### src/common/histPkg.sv
`default_nettype none

package histPkg;

    // array geometry
    localparam int pixNum = 4;
    localparam int binNum = 16;

    typedef logic [1:0]  pixT;
    typedef logic [3:0]  binT;
    typedef logic [15:0] countT;
    // pixel index above the bin index
    typedef logic [5:0]  ramAddrT;

    // one hit from the pixel array
    typedef struct packed {
        pixT pixel;
        binT bin;
    } hitT;

    // request a client hands to the arbiter
    typedef struct packed {
        logic    rdEn;
        ramAddrT rdAddr;
        logic    wrEn;
        ramAddrT wrAddr;
        countT   wrData;
    } memReqT;

    // per pixel result of a scan
    typedef struct packed {
        binT   bin;
        countT count;
    } peakT;

    typedef enum logic [1:0] {
        bldIdle,
        bldRun,
        bldClear
    } builderStateT;

    typedef enum logic [1:0] {
        pkIdle,
        pkScan,
        pkDone
    } peakStateT;

    // host register map, byte offsets
    localparam logic [31:0] regCtrl     = 32'h0000_0000;
    localparam logic [31:0] regStatus   = 32'h0000_0004;
    localparam logic [31:0] regHitCount = 32'h0000_0008;
    localparam logic [31:0] regPeakBase = 32'h0000_0100;
    localparam logic [31:0] regHistBase = 32'h0000_1000;

endpackage

`default_nettype wire

### src/verilog/histRam.sv
`timescale 1ns/100ps
`default_nettype none

module histRam import histPkg::*; (
    input  wire         clk,
    input  wire memReqT req,
    output countT       rdData
);

    // pixel-major count words
    countT mem [pixNum*binNum];

    // write port
    always_ff @(posedge clk) begin
        if (req.wrEn) begin
            mem[req.wrAddr] <= req.wrData;
        end
    end

    // registered read
    // old word comes back when the same address is written on that edge
    always_ff @(posedge clk) begin
        if (req.rdEn) begin
            rdData <= mem[req.rdAddr];
        end
    end

endmodule

`default_nettype wire

### src/verilog/ramArbiter.sv
`timescale 1ns/100ps
`default_nettype none

module ramArbiter import histPkg::*; (
    input  wire               clk,
    input  wire               res,
    input  wire [2:0]         reqs,
    input  wire memReqT [2:0] memReqs,
    output logic [2:0]        grants,
    output memReqT            ramReq
);

    // one-hot owner, all zero when nobody holds the memory
    logic [2:0] owner;
    logic [2:0] pick;

    // fixed priority: builder, peak finder, host
    always_comb begin
        pick = 3'b000;
        if (reqs[0]) begin
            pick = 3'b001;
        end else if (reqs[1]) begin
            pick = 3'b010;
        end else if (reqs[2]) begin
            pick = 3'b100;
        end
    end

    // owner keeps the memory while its req stays up
    always_ff @(posedge clk or negedge res) begin
        if (!res) begin
            owner <= 3'b001;
        end else if ((owner & reqs) == 3'b000) begin
            owner <= pick;
        end
    end

    assign grants = owner;

    // route the owner's request, idle request otherwise
    always_comb begin
        ramReq = '0;
        for (int i = 0; i < 3; i++) begin
            if (owner[i]) begin
                ramReq = memReqs[i];
            end
        end
    end

endmodule

`default_nettype wire

### src/histBuilder/histBuilder.sv
`timescale 1ns/100ps
`default_nettype none

module histBuilder import histPkg::*; (
    input  wire         clk,
    input  wire         res,
    input  wire         hitValid,
    output logic        hitReady,
    input  wire hitT    hit,
    input  wire         clearStart,
    input  wire         grant,
    output logic        req,
    output memReqT      memReq,
    input  wire countT  rdData,
    input  wire         otherWaiting,
    output logic        clearBusy,
    output logic [31:0] hitCount
);

    builderStateT state;
    logic    clearPend;
    logic    clearReq;
    logic    enterClear;
    logic    pipeEmpty;
    logic    yield;
    logic    accept;
    ramAddrT clrAddr;

    // stage 1 issues the read, stage 2 writes the increment
    logic    s1Valid;
    logic    s2Valid;
    ramAddrT s1Addr;
    ramAddrT s2Addr;
    // stage 2 of the previous cycle wrote the address stage 1 just read
    logic    fwdHit;
    countT   fwdData;
    countT   baseCount;

    assign clearReq   = clearStart | clearPend;
    assign enterClear = clearReq && grant && (state != bldClear);
    assign pipeEmpty  = !s1Valid && !s2Valid;
    // hand the memory over once drained
    assign yield      = (state == bldRun) && otherWaiting && pipeEmpty && !clearReq;
    assign req        = !yield;
    // stop taking hits so a waiting client is not starved
    assign hitReady   = (state == bldRun) && grant && !otherWaiting && !clearReq;
    assign accept     = hitValid && hitReady;
    assign clearBusy  = clearPend || (state == bldClear);

    always_ff @(posedge clk or negedge res) begin
        if (!res) begin
            state     <= bldIdle;
            clearPend <= 1'b0;
            clrAddr   <= '0;
        end else begin
            // hold a clear request until the grant comes
            clearPend <= clearReq && !enterClear;
            case (state)
                bldIdle: begin
                    if (enterClear) begin
                        state <= bldClear;
                    end else if (grant) begin
                        state <= bldRun;
                    end
                end
                bldRun: begin
                    if (enterClear) begin
                        state <= bldClear;
                    end else if (yield) begin
                        state <= bldIdle;
                    end
                end
                bldClear: begin
                    // one zero word per cycle, wraps back to 0
                    clrAddr <= clrAddr + 1'b1;
                    if (clrAddr == '1) begin
                        state <= bldRun;
                    end
                end
                default: begin
                    state <= bldIdle;
                end
            endcase
        end
    end

    always_ff @(posedge clk or negedge res) begin
        if (!res) begin
            s1Valid  <= 1'b0;
            s2Valid  <= 1'b0;
            fwdHit   <= 1'b0;
            hitCount <= '0;
        end else begin
            s1Valid <= accept;
            // in-flight hits are dropped by a clear
            s2Valid <= s1Valid && !enterClear;
            fwdHit  <= s1Valid && s2Valid && (s1Addr == s2Addr);
            if (enterClear) begin
                hitCount <= '0;
            end else if (accept) begin
                hitCount <= hitCount + 1'b1;
            end
        end
    end

    always_ff @(posedge clk) begin
        if (accept) begin
            s1Addr <= {hit.pixel, hit.bin};
        end
        s2Addr  <= s1Addr;
        fwdData <= memReq.wrData;
    end

    // memory read-first, so the word written on the read edge is forwarded
    assign baseCount = fwdHit ? fwdData : rdData;

    always_comb begin
        memReq = '0;
        if (state == bldClear) begin
            memReq.wrEn   = 1'b1;
            memReq.wrAddr = clrAddr;
        end else begin
            memReq.rdEn   = s1Valid;
            memReq.rdAddr = s1Addr;
            memReq.wrEn   = s2Valid;
            memReq.wrAddr = s2Addr;
            memReq.wrData = baseCount + 1'b1;
        end
    end

endmodule

`default_nettype wire

### src/peakFinder/peakFinder.sv
`timescale 1ns/100ps
`default_nettype none

module peakFinder import histPkg::*; (
    input  wire               clk,
    input  wire               res,
    input  wire               start,
    input  wire               grant,
    output logic              req,
    output memReqT            memReq,
    input  wire countT        rdData,
    output peakT [pixNum-1:0] peaks,
    output logic              peakBusy,
    output logic              peakDone
);

    peakStateT state;
    ramAddrT   issueAddr;
    logic      issuedAll;
    logic      issue;
    // address of the word now on rdData
    logic      retValid;
    ramAddrT   retAddr;
    pixT       retPix;
    binT       retBin;
    // running maximum of the current pixel
    countT     maxCount;
    binT       maxBin;
    logic      better;
    countT     nextCount;
    binT       nextBin;

    assign req      = (state == pkScan);
    assign peakBusy = (state == pkScan);
    assign peakDone = (state == pkDone);
    assign issue    = (state == pkScan) && grant && !issuedAll;
    assign {retPix, retBin} = retAddr;

    always_comb begin
        memReq        = '0;
        memReq.rdEn   = issue;
        memReq.rdAddr = issueAddr;
    end

    // bin 0 seeds the maximum
    // only a strictly larger count moves it, lowest bin keeps a tie
    assign better    = (retBin == '0) || (rdData > maxCount);
    assign nextCount = better ? rdData : maxCount;
    assign nextBin   = better ? retBin : maxBin;

    always_ff @(posedge clk or negedge res) begin
        if (!res) begin
            state     <= pkIdle;
            issueAddr <= '0;
            issuedAll <= 1'b0;
            retValid  <= 1'b0;
            peaks     <= '0;
        end else begin
            retValid <= issue;
            case (state)
                pkIdle, pkDone: begin
                    // start also drops peakDone
                    if (start) begin
                        state     <= pkScan;
                        issueAddr <= '0;
                        issuedAll <= 1'b0;
                    end
                end
                pkScan: begin
                    if (issue) begin
                        issueAddr <= issueAddr + 1'b1;
                        if (issueAddr == '1) begin
                            issuedAll <= 1'b1;
                        end
                    end
                    // last word of the last pixel
                    if (retValid && (retAddr == '1)) begin
                        state <= pkDone;
                    end
                end
                default: begin
                    state <= pkIdle;
                end
            endcase
            // winner stored at the pixel's last bin
            if (retValid && (retBin == binT'(binNum - 1))) begin
                peaks[retPix].bin   <= nextBin;
                peaks[retPix].count <= nextCount;
            end
        end
    end

    always_ff @(posedge clk) begin
        if (issue) begin
            retAddr <= issueAddr;
        end
        if (retValid) begin
            maxCount <= nextCount;
            maxBin   <= nextBin;
        end
    end

endmodule

`default_nettype wire

### src/verilog/axiLiteRegs.sv
`timescale 1ns/100ps
`default_nettype none

module axiLiteRegs import histPkg::*; (
    input  wire                    clk,
    input  wire                    res,
    input  wire [31:0]             awaddr,
    input  wire                    awvalid,
    output logic                   awready,
    input  wire [31:0]             wdata,
    input  wire                    wvalid,
    output logic                   wready,
    output logic                   bvalid,
    input  wire                    bready,
    input  wire [31:0]             araddr,
    input  wire                    arvalid,
    output logic                   arready,
    output logic [31:0]            rdata,
    output logic                   rvalid,
    input  wire                    rready,
    output logic                   clearStart,
    output logic                   peakStart,
    input  wire                    grant,
    output logic                   req,
    output memReqT                 memReq,
    input  wire countT             rdData,
    input  wire                    clearBusy,
    input  wire                    peakBusy,
    input  wire                    peakDone,
    input  wire [31:0]             hitCount,
    input  wire peakT [pixNum-1:0] peaks
);

    logic        wrFire;
    logic        rdFire;
    logic        histSel;
    // histogram read waiting for the grant, then for the data
    logic        histPend;
    logic        histCapture;
    ramAddrT     histAddr;
    logic [31:0] regValue;
    peakT        peakSel;

    // address and data taken together, nothing new while bvalid is up
    assign awready = awvalid && wvalid && !bvalid;
    assign wready  = awready;
    assign wrFire  = awready;

    // one read in flight at a time
    assign arready = arvalid && !rvalid && !histPend && !histCapture;
    assign rdFire  = arready;
    assign histSel = (araddr[31:8] == regHistBase[31:8]);
    assign peakSel = peaks[araddr[3:2]];
    assign req     = histPend;

    always_comb begin
        memReq        = '0;
        memReq.rdEn   = histPend && grant;
        memReq.rdAddr = histAddr;
    end

    // register read mux, unmapped reads give zero
    always_comb begin
        regValue = '0;
        if (araddr == regStatus) begin
            regValue = {29'b0, peakDone, peakBusy, clearBusy};
        end else if (araddr == regHitCount) begin
            regValue = hitCount;
        end else if (araddr[31:4] == regPeakBase[31:4]) begin
            regValue = {peakSel.count, 12'b0, peakSel.bin};
        end
    end

    // write channel, start pulses line up with bvalid rising
    always_ff @(posedge clk or negedge res) begin
        if (!res) begin
            bvalid     <= 1'b0;
            clearStart <= 1'b0;
            peakStart  <= 1'b0;
        end else begin
            clearStart <= wrFire && (awaddr == regCtrl) && wdata[0];
            peakStart  <= wrFire && (awaddr == regCtrl) && wdata[1];
            if (wrFire) begin
                bvalid <= 1'b1;
            end else if (bready) begin
                bvalid <= 1'b0;
            end
        end
    end

    // read channel
    always_ff @(posedge clk or negedge res) begin
        if (!res) begin
            rvalid      <= 1'b0;
            histPend    <= 1'b0;
            histCapture <= 1'b0;
        end else begin
            histCapture <= histPend && grant;
            if (rdFire && histSel) begin
                histPend <= 1'b1;
            end else if (histPend && grant) begin
                histPend <= 1'b0;
            end
            if ((rdFire && !histSel) || histCapture) begin
                rvalid <= 1'b1;
            end else if (rready) begin
                rvalid <= 1'b0;
            end
        end
    end

    always_ff @(posedge clk) begin
        if (rdFire) begin
            histAddr <= araddr[7:2];
        end
        // memory word arrives the cycle after the granted read
        if (rdFire && !histSel) begin
            rdata <= regValue;
        end else if (histCapture) begin
            rdata <= {16'b0, rdData};
        end
    end

endmodule

`default_nettype wire

### src/verilog/histTop.sv
`timescale 1ns/100ps
`default_nettype none

module histTop import histPkg::*; (
    input  wire        clk,
    input  wire        res,
    input  wire        hitValid,
    output logic       hitReady,
    input  wire hitT   hit,
    input  wire [31:0] awaddr,
    input  wire        awvalid,
    output logic       awready,
    input  wire [31:0] wdata,
    input  wire        wvalid,
    output logic       wready,
    output logic       bvalid,
    input  wire        bready,
    input  wire [31:0] araddr,
    input  wire        arvalid,
    output logic       arready,
    output logic [31:0] rdata,
    output logic       rvalid,
    input  wire        rready
);

    // client 0 builder, 1 peak finder, 2 host
    logic [2:0]        reqs;
    logic [2:0]        grants;
    memReqT [2:0]      memReqs;
    memReqT            ramReq;
    countT             rdData;
    logic              otherWaiting;
    logic              clearStart;
    logic              peakStart;
    logic              clearBusy;
    logic              peakBusy;
    logic              peakDone;
    logic [31:0]       hitCount;
    peakT [pixNum-1:0] peaks;

    // builder yields when either other client asks
    assign otherWaiting = reqs[1] | reqs[2];

    histRam histRam_inst (
        .clk    (clk),
        .req    (ramReq),
        .rdData (rdData)
    );

    ramArbiter ramArbiter_inst (
        .clk     (clk),
        .res     (res),
        .reqs    (reqs),
        .memReqs (memReqs),
        .grants  (grants),
        .ramReq  (ramReq)
    );

    histBuilder histBuilder_inst (
        .clk          (clk),
        .res          (res),
        .hitValid     (hitValid),
        .hitReady     (hitReady),
        .hit          (hit),
        .clearStart   (clearStart),
        .grant        (grants[0]),
        .req          (reqs[0]),
        .memReq       (memReqs[0]),
        .rdData       (rdData),
        .otherWaiting (otherWaiting),
        .clearBusy    (clearBusy),
        .hitCount     (hitCount)
    );

    peakFinder peakFinder_inst (
        .clk      (clk),
        .res      (res),
        .start    (peakStart),
        .grant    (grants[1]),
        .req      (reqs[1]),
        .memReq   (memReqs[1]),
        .rdData   (rdData),
        .peaks    (peaks),
        .peakBusy (peakBusy),
        .peakDone (peakDone)
    );

    axiLiteRegs axiLiteRegs_inst (
        .clk        (clk),
        .res        (res),
        .awaddr     (awaddr),
        .awvalid    (awvalid),
        .awready    (awready),
        .wdata      (wdata),
        .wvalid     (wvalid),
        .wready     (wready),
        .bvalid     (bvalid),
        .bready     (bready),
        .araddr     (araddr),
        .arvalid    (arvalid),
        .arready    (arready),
        .rdata      (rdata),
        .rvalid     (rvalid),
        .rready     (rready),
        .clearStart (clearStart),
        .peakStart  (peakStart),
        .grant      (grants[2]),
        .req        (reqs[2]),
        .memReq     (memReqs[2]),
        .rdData     (rdData),
        .clearBusy  (clearBusy),
        .peakBusy   (peakBusy),
        .peakDone   (peakDone),
        .hitCount   (hitCount),
        .peaks      (peaks)
    );

endmodule

`default_nettype wire

### config.mk
export PLATFORM = sky130hd
export DESIGN_NAME = histTop
export DESIGN_NICKNAME = d
export VERILOG_FILES = /design/src/common/histPkg.sv /design/src/verilog/histRam.sv /design/src/verilog/ramArbiter.sv /design/src/histBuilder/histBuilder.sv /design/src/peakFinder/peakFinder.sv /design/src/verilog/axiLiteRegs.sv /design/src/verilog/histTop.sv
export SDC_FILE = /design/constraint.sdc
export NUM_CORES = 2
export LEC_CHECK = 0
export BUFFER_PORTS_ARGS = -buffer_cell sky130_fd_sc_hd__buf_2
export CAP_MARGIN = 20
export CORE_ASPECT_RATIO = 1.4
export CORE_MARGIN = 1
export CORE_UTILIZATION = 60
export DETAILED_ROUTE_END_ITERATION = 7
export PLACE_DENSITY = 0.87
export SLEW_MARGIN = 15
export SYNTH_ARGS = -nofsm -noshare
export SYNTH_HDL_FRONTEND = slang
export SYNTH_SLANG_ARGS = --single-unit
export TNS_END_PERCENT = 20
### constraint.sdc
create_clock -name clk -period 13.75 [get_ports clk]
set_clock_uncertainty 0.1 [all_clocks]
set_input_delay 0.6875 -clock clk [delete_from_list [all_inputs] [get_ports clk]]
set_output_delay 0.6875 -clock clk [all_outputs]
set_load 0.005 [all_outputs]
==> results.py <==
metrics = {
    "run_status": {
        "run_status": "finished, violations left",
        "failed_checks": "DRC",
    },
    "cts": {
        "htree_num_levels": 3,
        "clkLatencyLatePin_ns": 0.72,
        "cts-root-buf": "sky130_fd_sc_hd__clkbuf_16",
        "number_of_buffers_on_the_longest_clock_path": 3,
        "cts_resized": 0,
        "clk_transition_reported_paths_ns": 0.07,
        "cts.sinks": 1275,
        "cts-buffers-inserted": 110,
        "cts_tree": "done",
    },
    "global_routing": {
        "grt_peak_use_layer": "met2",
        "global_route.usage.total": 0.309,
        "met3_usage": 0.0568,
        "global_route.usage.met2": 0.510,
        "grt.overflow.total": 0,
        "first_global_vias": 32800,
        "grt_util_met1": 0.362,
        "largest_net_degree_at_the_start_of_global_routing": 169,
        "grt_pass1_wl_um": 199000,
        "grt_antenna_before_repair": 6,
    },
    "power_and_ir_drop": {
        "max-vdd-ir-drop_uv": 121,
        "share_seq_of_total_power": 0.542,
        "share_clk_of_total_power": 0.390,
        "pwr_dens_nw_per_um2": 141,
        "combinationalPowerShare": 0.067,
        "power.total_mw": 8.08,
        "power.switching_fraction": 0.226,
        "total_switching_power_mw": 1.83,
        "cell_internal_pwr_mw": 6.25,
        "standby_leakage_power_nw": 20.2,
    },
    "place": {
        "post-place-ws_ns": 7.40,
        "gpl.final_weighted_congestion": 0.904,
        "post-place-cells": 4858,
        "placedInstanceArea_sq_um": 53500,
        "dp.final_hpwl_um": 77300,
        "port_buffers": 117,
    },
    "yosys": {
        "post_synth_xor_area_fraction": 0.00853,
        "synth_compound_area_frac": 0.0685,
        "synth.net_count": 3881,
        "muxShareOfSynthArea": 0.0442,
        "main_combinational_cell_family_by_area_after_synthesis": "simple AND/OR/NAND/NOR gates",
        "synth.yosys.seq_area_share": 0.728,
        "synthesis.area_sq_um": 51300,
        "syn_inst": 3751,
        "ys_types": 68,
        "synth_area_leaders": "sky130_fd_sc_hd__edfxtp_1 (65%), sky130_fd_sc_hd__dfrtp_1 (6.9%), sky130_fd_sc_hd__nand2_1 (5.9%)",
        "synth_enable_flop_cells": 1110,
        "yosysTopAreaCellShare": 0.649,
        "synthAdderAreaFrac": 0.00488,
        "synth.avg_cell_area_sq_um": 13.7,
        "yosysWarnings": 0,
        "ys_async_sr_fraction": 0.112,
        "synth-main-ff-cell": "sky130_fd_sc_hd__edfxtp_1",
        "synth_simple_gate_area_share": 0.127,
        "synth_top_cell_by_area": "sky130_fd_sc_hd__edfxtp_1",
        "yosys_register_bits": 1275,
    },
    "worst_setup_path": {
        "kind_of_cell_adding_the_most_delay_to_the_critical_path": "buffers and inverters",
        "launching_element_of_the_worst_setup_path": "ramArbiter_inst.grants[2]",
        "timing.critical_path.slowest_stage_cell": "sky130_fd_sc_hd__buf_4",
        "crit_path_frequent_cell": "sky130_fd_sc_hd__buf_4",
        "timing.critical_path.to": "histRam_inst.rdData[11]",
        "worstPathRequired_ns": 14.18,
        "cp.arrival_ns": 7.28,
        "timing.critical_path.cells": "or3b_1 -> o311a_4 -> buf_4 -> buf_12 -> buf_4 -> mux2i_1 -> a32oi_1 -> nand4_1 -> a211oi_1",
        "timing_worst_setup_path_type": "reg2reg",
        "ff_to_ff_path_depth": 9,
        "timing.critical_path.depth": 9,
        "worst_setup_path_start_kind": "flip-flop",
        "regToRegSetupSlack_ns": 6.90,
        "critical_path.reg2reg.endpoint": "histRam_inst.rdData[11]",
        "worstPathMaxFanout": 168,
        "critPathMaxStageDelay_ns": 0.97,
        "r2r-start": "ramArbiter_inst.grants[2]",
        "worst_setup_path_end_kind": "flip-flop",
        "critical_path.n_buffers_inverters": 3,
    },
    "sta": {
        "post-route-period-util": 0.498,
        "finalHoldViolations": 0,
        "setup_repair_after_global_routing_missed_its_margin": "false",
        "timing.final.setup_violations": 0,
        "post-route-worst-setup-slack_ns": 6.90,
        "setup-tns-final_ns": 0,
        "max_freq_mhz": 146,
        "timing_worst_slew_pin_value_ns": 1.16,
        "max-slew-margin-rel": 0.228,
        "timing.final.max_slew_violations": 0,
        "period_minus_slack_ns": 6.85,
        "hold-worst-slack_ns": 0.0705,
    },
    "final_layout": {
        "core_utilization_of_the_finished_layout": 0.677,
        "post_route_cells_drive_above_1_share": 0.118,
        "multi_input_gate_area_in_the_final_layout_sq_um": 13200,
        "finish.instance_area_sq_um": 57200,
        "fin_nets": 4013,
        "syn_to_final_growth_pct": 11.5,
        "nFillCells": 5260,
        "insertedDiodeCount": 0,
        "final-instance-count-excl-fill": 5064,
        "layout.area.seq_sq_um": 37400,
    },
    "routing": {
        "drt-vias-per-instance": 6.62,
        "post_drt_wl_per_cell_um": 26.7,
        "first_pass_iters": 8,
        "drt_wl_total_um": 135000,
        "detail_route.drc_violations": 3,
        "dr_total_vias": 33500,
        "drtAntennaViolNets": 0,
        "drt_first_iter_violations": 4464,
    },
    "floorplanning": {
        "num_rows": 126,
        "die_y_um": 348,
        "ios": 148,
        "chipWidth_um": 249,
        "die_area_sq_um": 86700,
        "initial_utilization": 0.607,
        "design.core.area_sq_um": 84500,
    },
    "worst_hold_path": {
        "timing.hold.worst.class": "in2reg",
    },
    "job": {
        "maxCapViolCount": 0,
    },
}
-- layout by cell type (no fill, tap or decap), types with 16 or more instances in the layout --
master / count
sky130_fd_sc_hd__nor2_1: 235
sky130_fd_sc_hd__or4_1: 18
sky130_fd_sc_hd__dfrtp_1: 142
sky130_fd_sc_hd__buf_4: 116
sky130_fd_sc_hd__nand2_1: 808
sky130_fd_sc_hd__nor4_1: 20
sky130_fd_sc_hd__inv_1: 23
sky130_fd_sc_hd__a22oi_1: 17
sky130_fd_sc_hd__o21ai_0: 51
sky130_fd_sc_hd__a21oi_1: 37
sky130_fd_sc_hd__xnor2_1: 21
sky130_fd_sc_hd__a211oi_1: 16
sky130_fd_sc_hd__mux2i_1: 174
sky130_fd_sc_hd__clkinv_1: 24
sky130_fd_sc_hd__clkbuf_1: 22
sky130_fd_sc_hd__nand3_1: 190
sky130_fd_sc_hd__xor2_1: 29
sky130_fd_sc_hd__a32o_1: 32
sky130_fd_sc_hd__or3_1: 30
sky130_fd_sc_hd__dfxtp_1: 22
sky130_fd_sc_hd__buf_2: 116
sky130_fd_sc_hd__ha_1: 20
sky130_fd_sc_hd__clkinv_2: 16
sky130_fd_sc_hd__edfxtp_1: 1110
sky130_fd_sc_hd__mux4_2: 20
sky130_fd_sc_hd__a32oi_1: 130
sky130_fd_sc_hd__clkbuf_16: 114
sky130_fd_sc_hd__nand4_1: 84
sky130_fd_sc_hd__a31oi_1: 131
sky130_fd_sc_hd__o31a_1: 16
-- cells in the mapped netlist (all sizes together), types with 3 or more instances --
library cell	instances
dfxtp	22
a2111oi	3
mux2i	174
nand4	84
a32o	32
a21oi	37
nand2	809
a222oi	3
or3	30
nor3	25
a31oi	131
xor2	29
a32oi	130
mux2	7
mux4	20
o31a	16
and3b	5
nand3b	7
nor2	240
a22o	14
dfrtp	142
edfxtp	1110
nand2b	10
nor2b	10
nor4	25
or2	4
o21ai	53
ha	20
buf	68
nand3	190
o21a	6
inv	23
a22oi	19
and2	14
a211oi	17
and3	9
or4	19
xnor2	21
clkbuf	148
-- how the worst min path moves through the flow --
stage,start,to,slack [ns],depth (start not counted)
6_report,bready,axiLiteRegs_inst.bvalid,0.07,2
5_1_grt,araddr[5],axiLiteRegs_inst.histAddr[3],0.07,1
4_1_cts,bready,axiLiteRegs_inst.bvalid,0.05,2
3_5_place_dp,histBuilder_inst.s1Addr[0],histBuilder_inst.s2Addr[0],0.35,0
3_3_place_gp,histBuilder_inst.s1Addr[0],histBuilder_inst.s2Addr[0],0.33,0
2_1_floorplan,res,axiLiteRegs_inst.bvalid,0.29,0
-- logic make-up after synthesis --
| logic type | after synthesis |
|---|---|
| and+or+nand+nor | 1489 |
| DFF | 1275 |
| AOI/OAI and AO/OA | 477 |
| buffers and inverters | 239 |
| muxes | 201 |
| xor gates and xnor gates | 50 |
| adders and majority gates | 20 |
-- power by group through the flow --
stage                     registers, mW  clock network [mW]  logic (mW)
after floorplan                    4.46                   0       0.293
final                              4.38                3.16       0.545
after CTS                          4.38                3.16       0.530
after global routing               4.38                3.31       0.569
after detailed placement           4.46                   0       0.522
after global placement             4.46                   0       0.500
-- metal layers --
metal	part of all wire	up-vias
li1	-	14400
met1	0.32	16200
met2	0.49	2389
met3	0.11	532
met4	0.088	6
met5	0.00031	-
-- cell type report --
| class | count | share of cell area |
|---|---|---|
| Sequential cell | 1275 | 0.653 |
| Clock buffer | 138 | 0.0518 |
| Inverter | 23 | 0.00151 |
| Clock inverter | 67 | 0.0128 |
| Timing Repair Buffer | 236 | 0.0264 |
| Tap cell | 1088 | 0.0238 |
| Multi-Input combinational cell | 2237 | 0.231 |
-- worst reg2reg max path: stages (launching register included) --
cell                       delay (ns)
sky130_fd_sc_hd__dfrtp_1         0.76
sky130_fd_sc_hd__or3b_1          0.90
sky130_fd_sc_hd__o311a_4         0.80
sky130_fd_sc_hd__buf_4           0.75
sky130_fd_sc_hd__buf_12          0.70
sky130_fd_sc_hd__buf_4           1.22
sky130_fd_sc_hd__mux2i_1         0.27
sky130_fd_sc_hd__a32oi_1         0.31
sky130_fd_sc_hd__nand4_1         0.45
sky130_fd_sc_hd__a211oi_1        0.43
-- sequential cells by signal, summed over array words and instances (netlist names), 2 cells and up, named ones only --
name / count
axiLiteRegs_inst.histAddr: 6
axiLiteRegs_inst.rdata: 32
histBuilder_inst.clrAddr: 6
histBuilder_inst.fwdData: 16
histBuilder_inst.hitCount: 32
histBuilder_inst.s1Addr: 6
histBuilder_inst.s2Addr: 6
histBuilder_inst.state: 2
histRam_inst.mem: 1024
histRam_inst.rdData: 16
peakFinder_inst.issueAddr: 6
peakFinder_inst.maxBin: 4
peakFinder_inst.maxCount: 15
peakFinder_inst.peaks: 80
peakFinder_inst.retAddr: 6
peakFinder_inst.state: 2
ramArbiter_inst.grants: 3
-- what timing repair did --
action	4_1_cts	5_1_grt
buffers inserted	0	0
hold buffers	1	0
hold endpoints to repair	44	0
(Power assumes the default switching activity.)
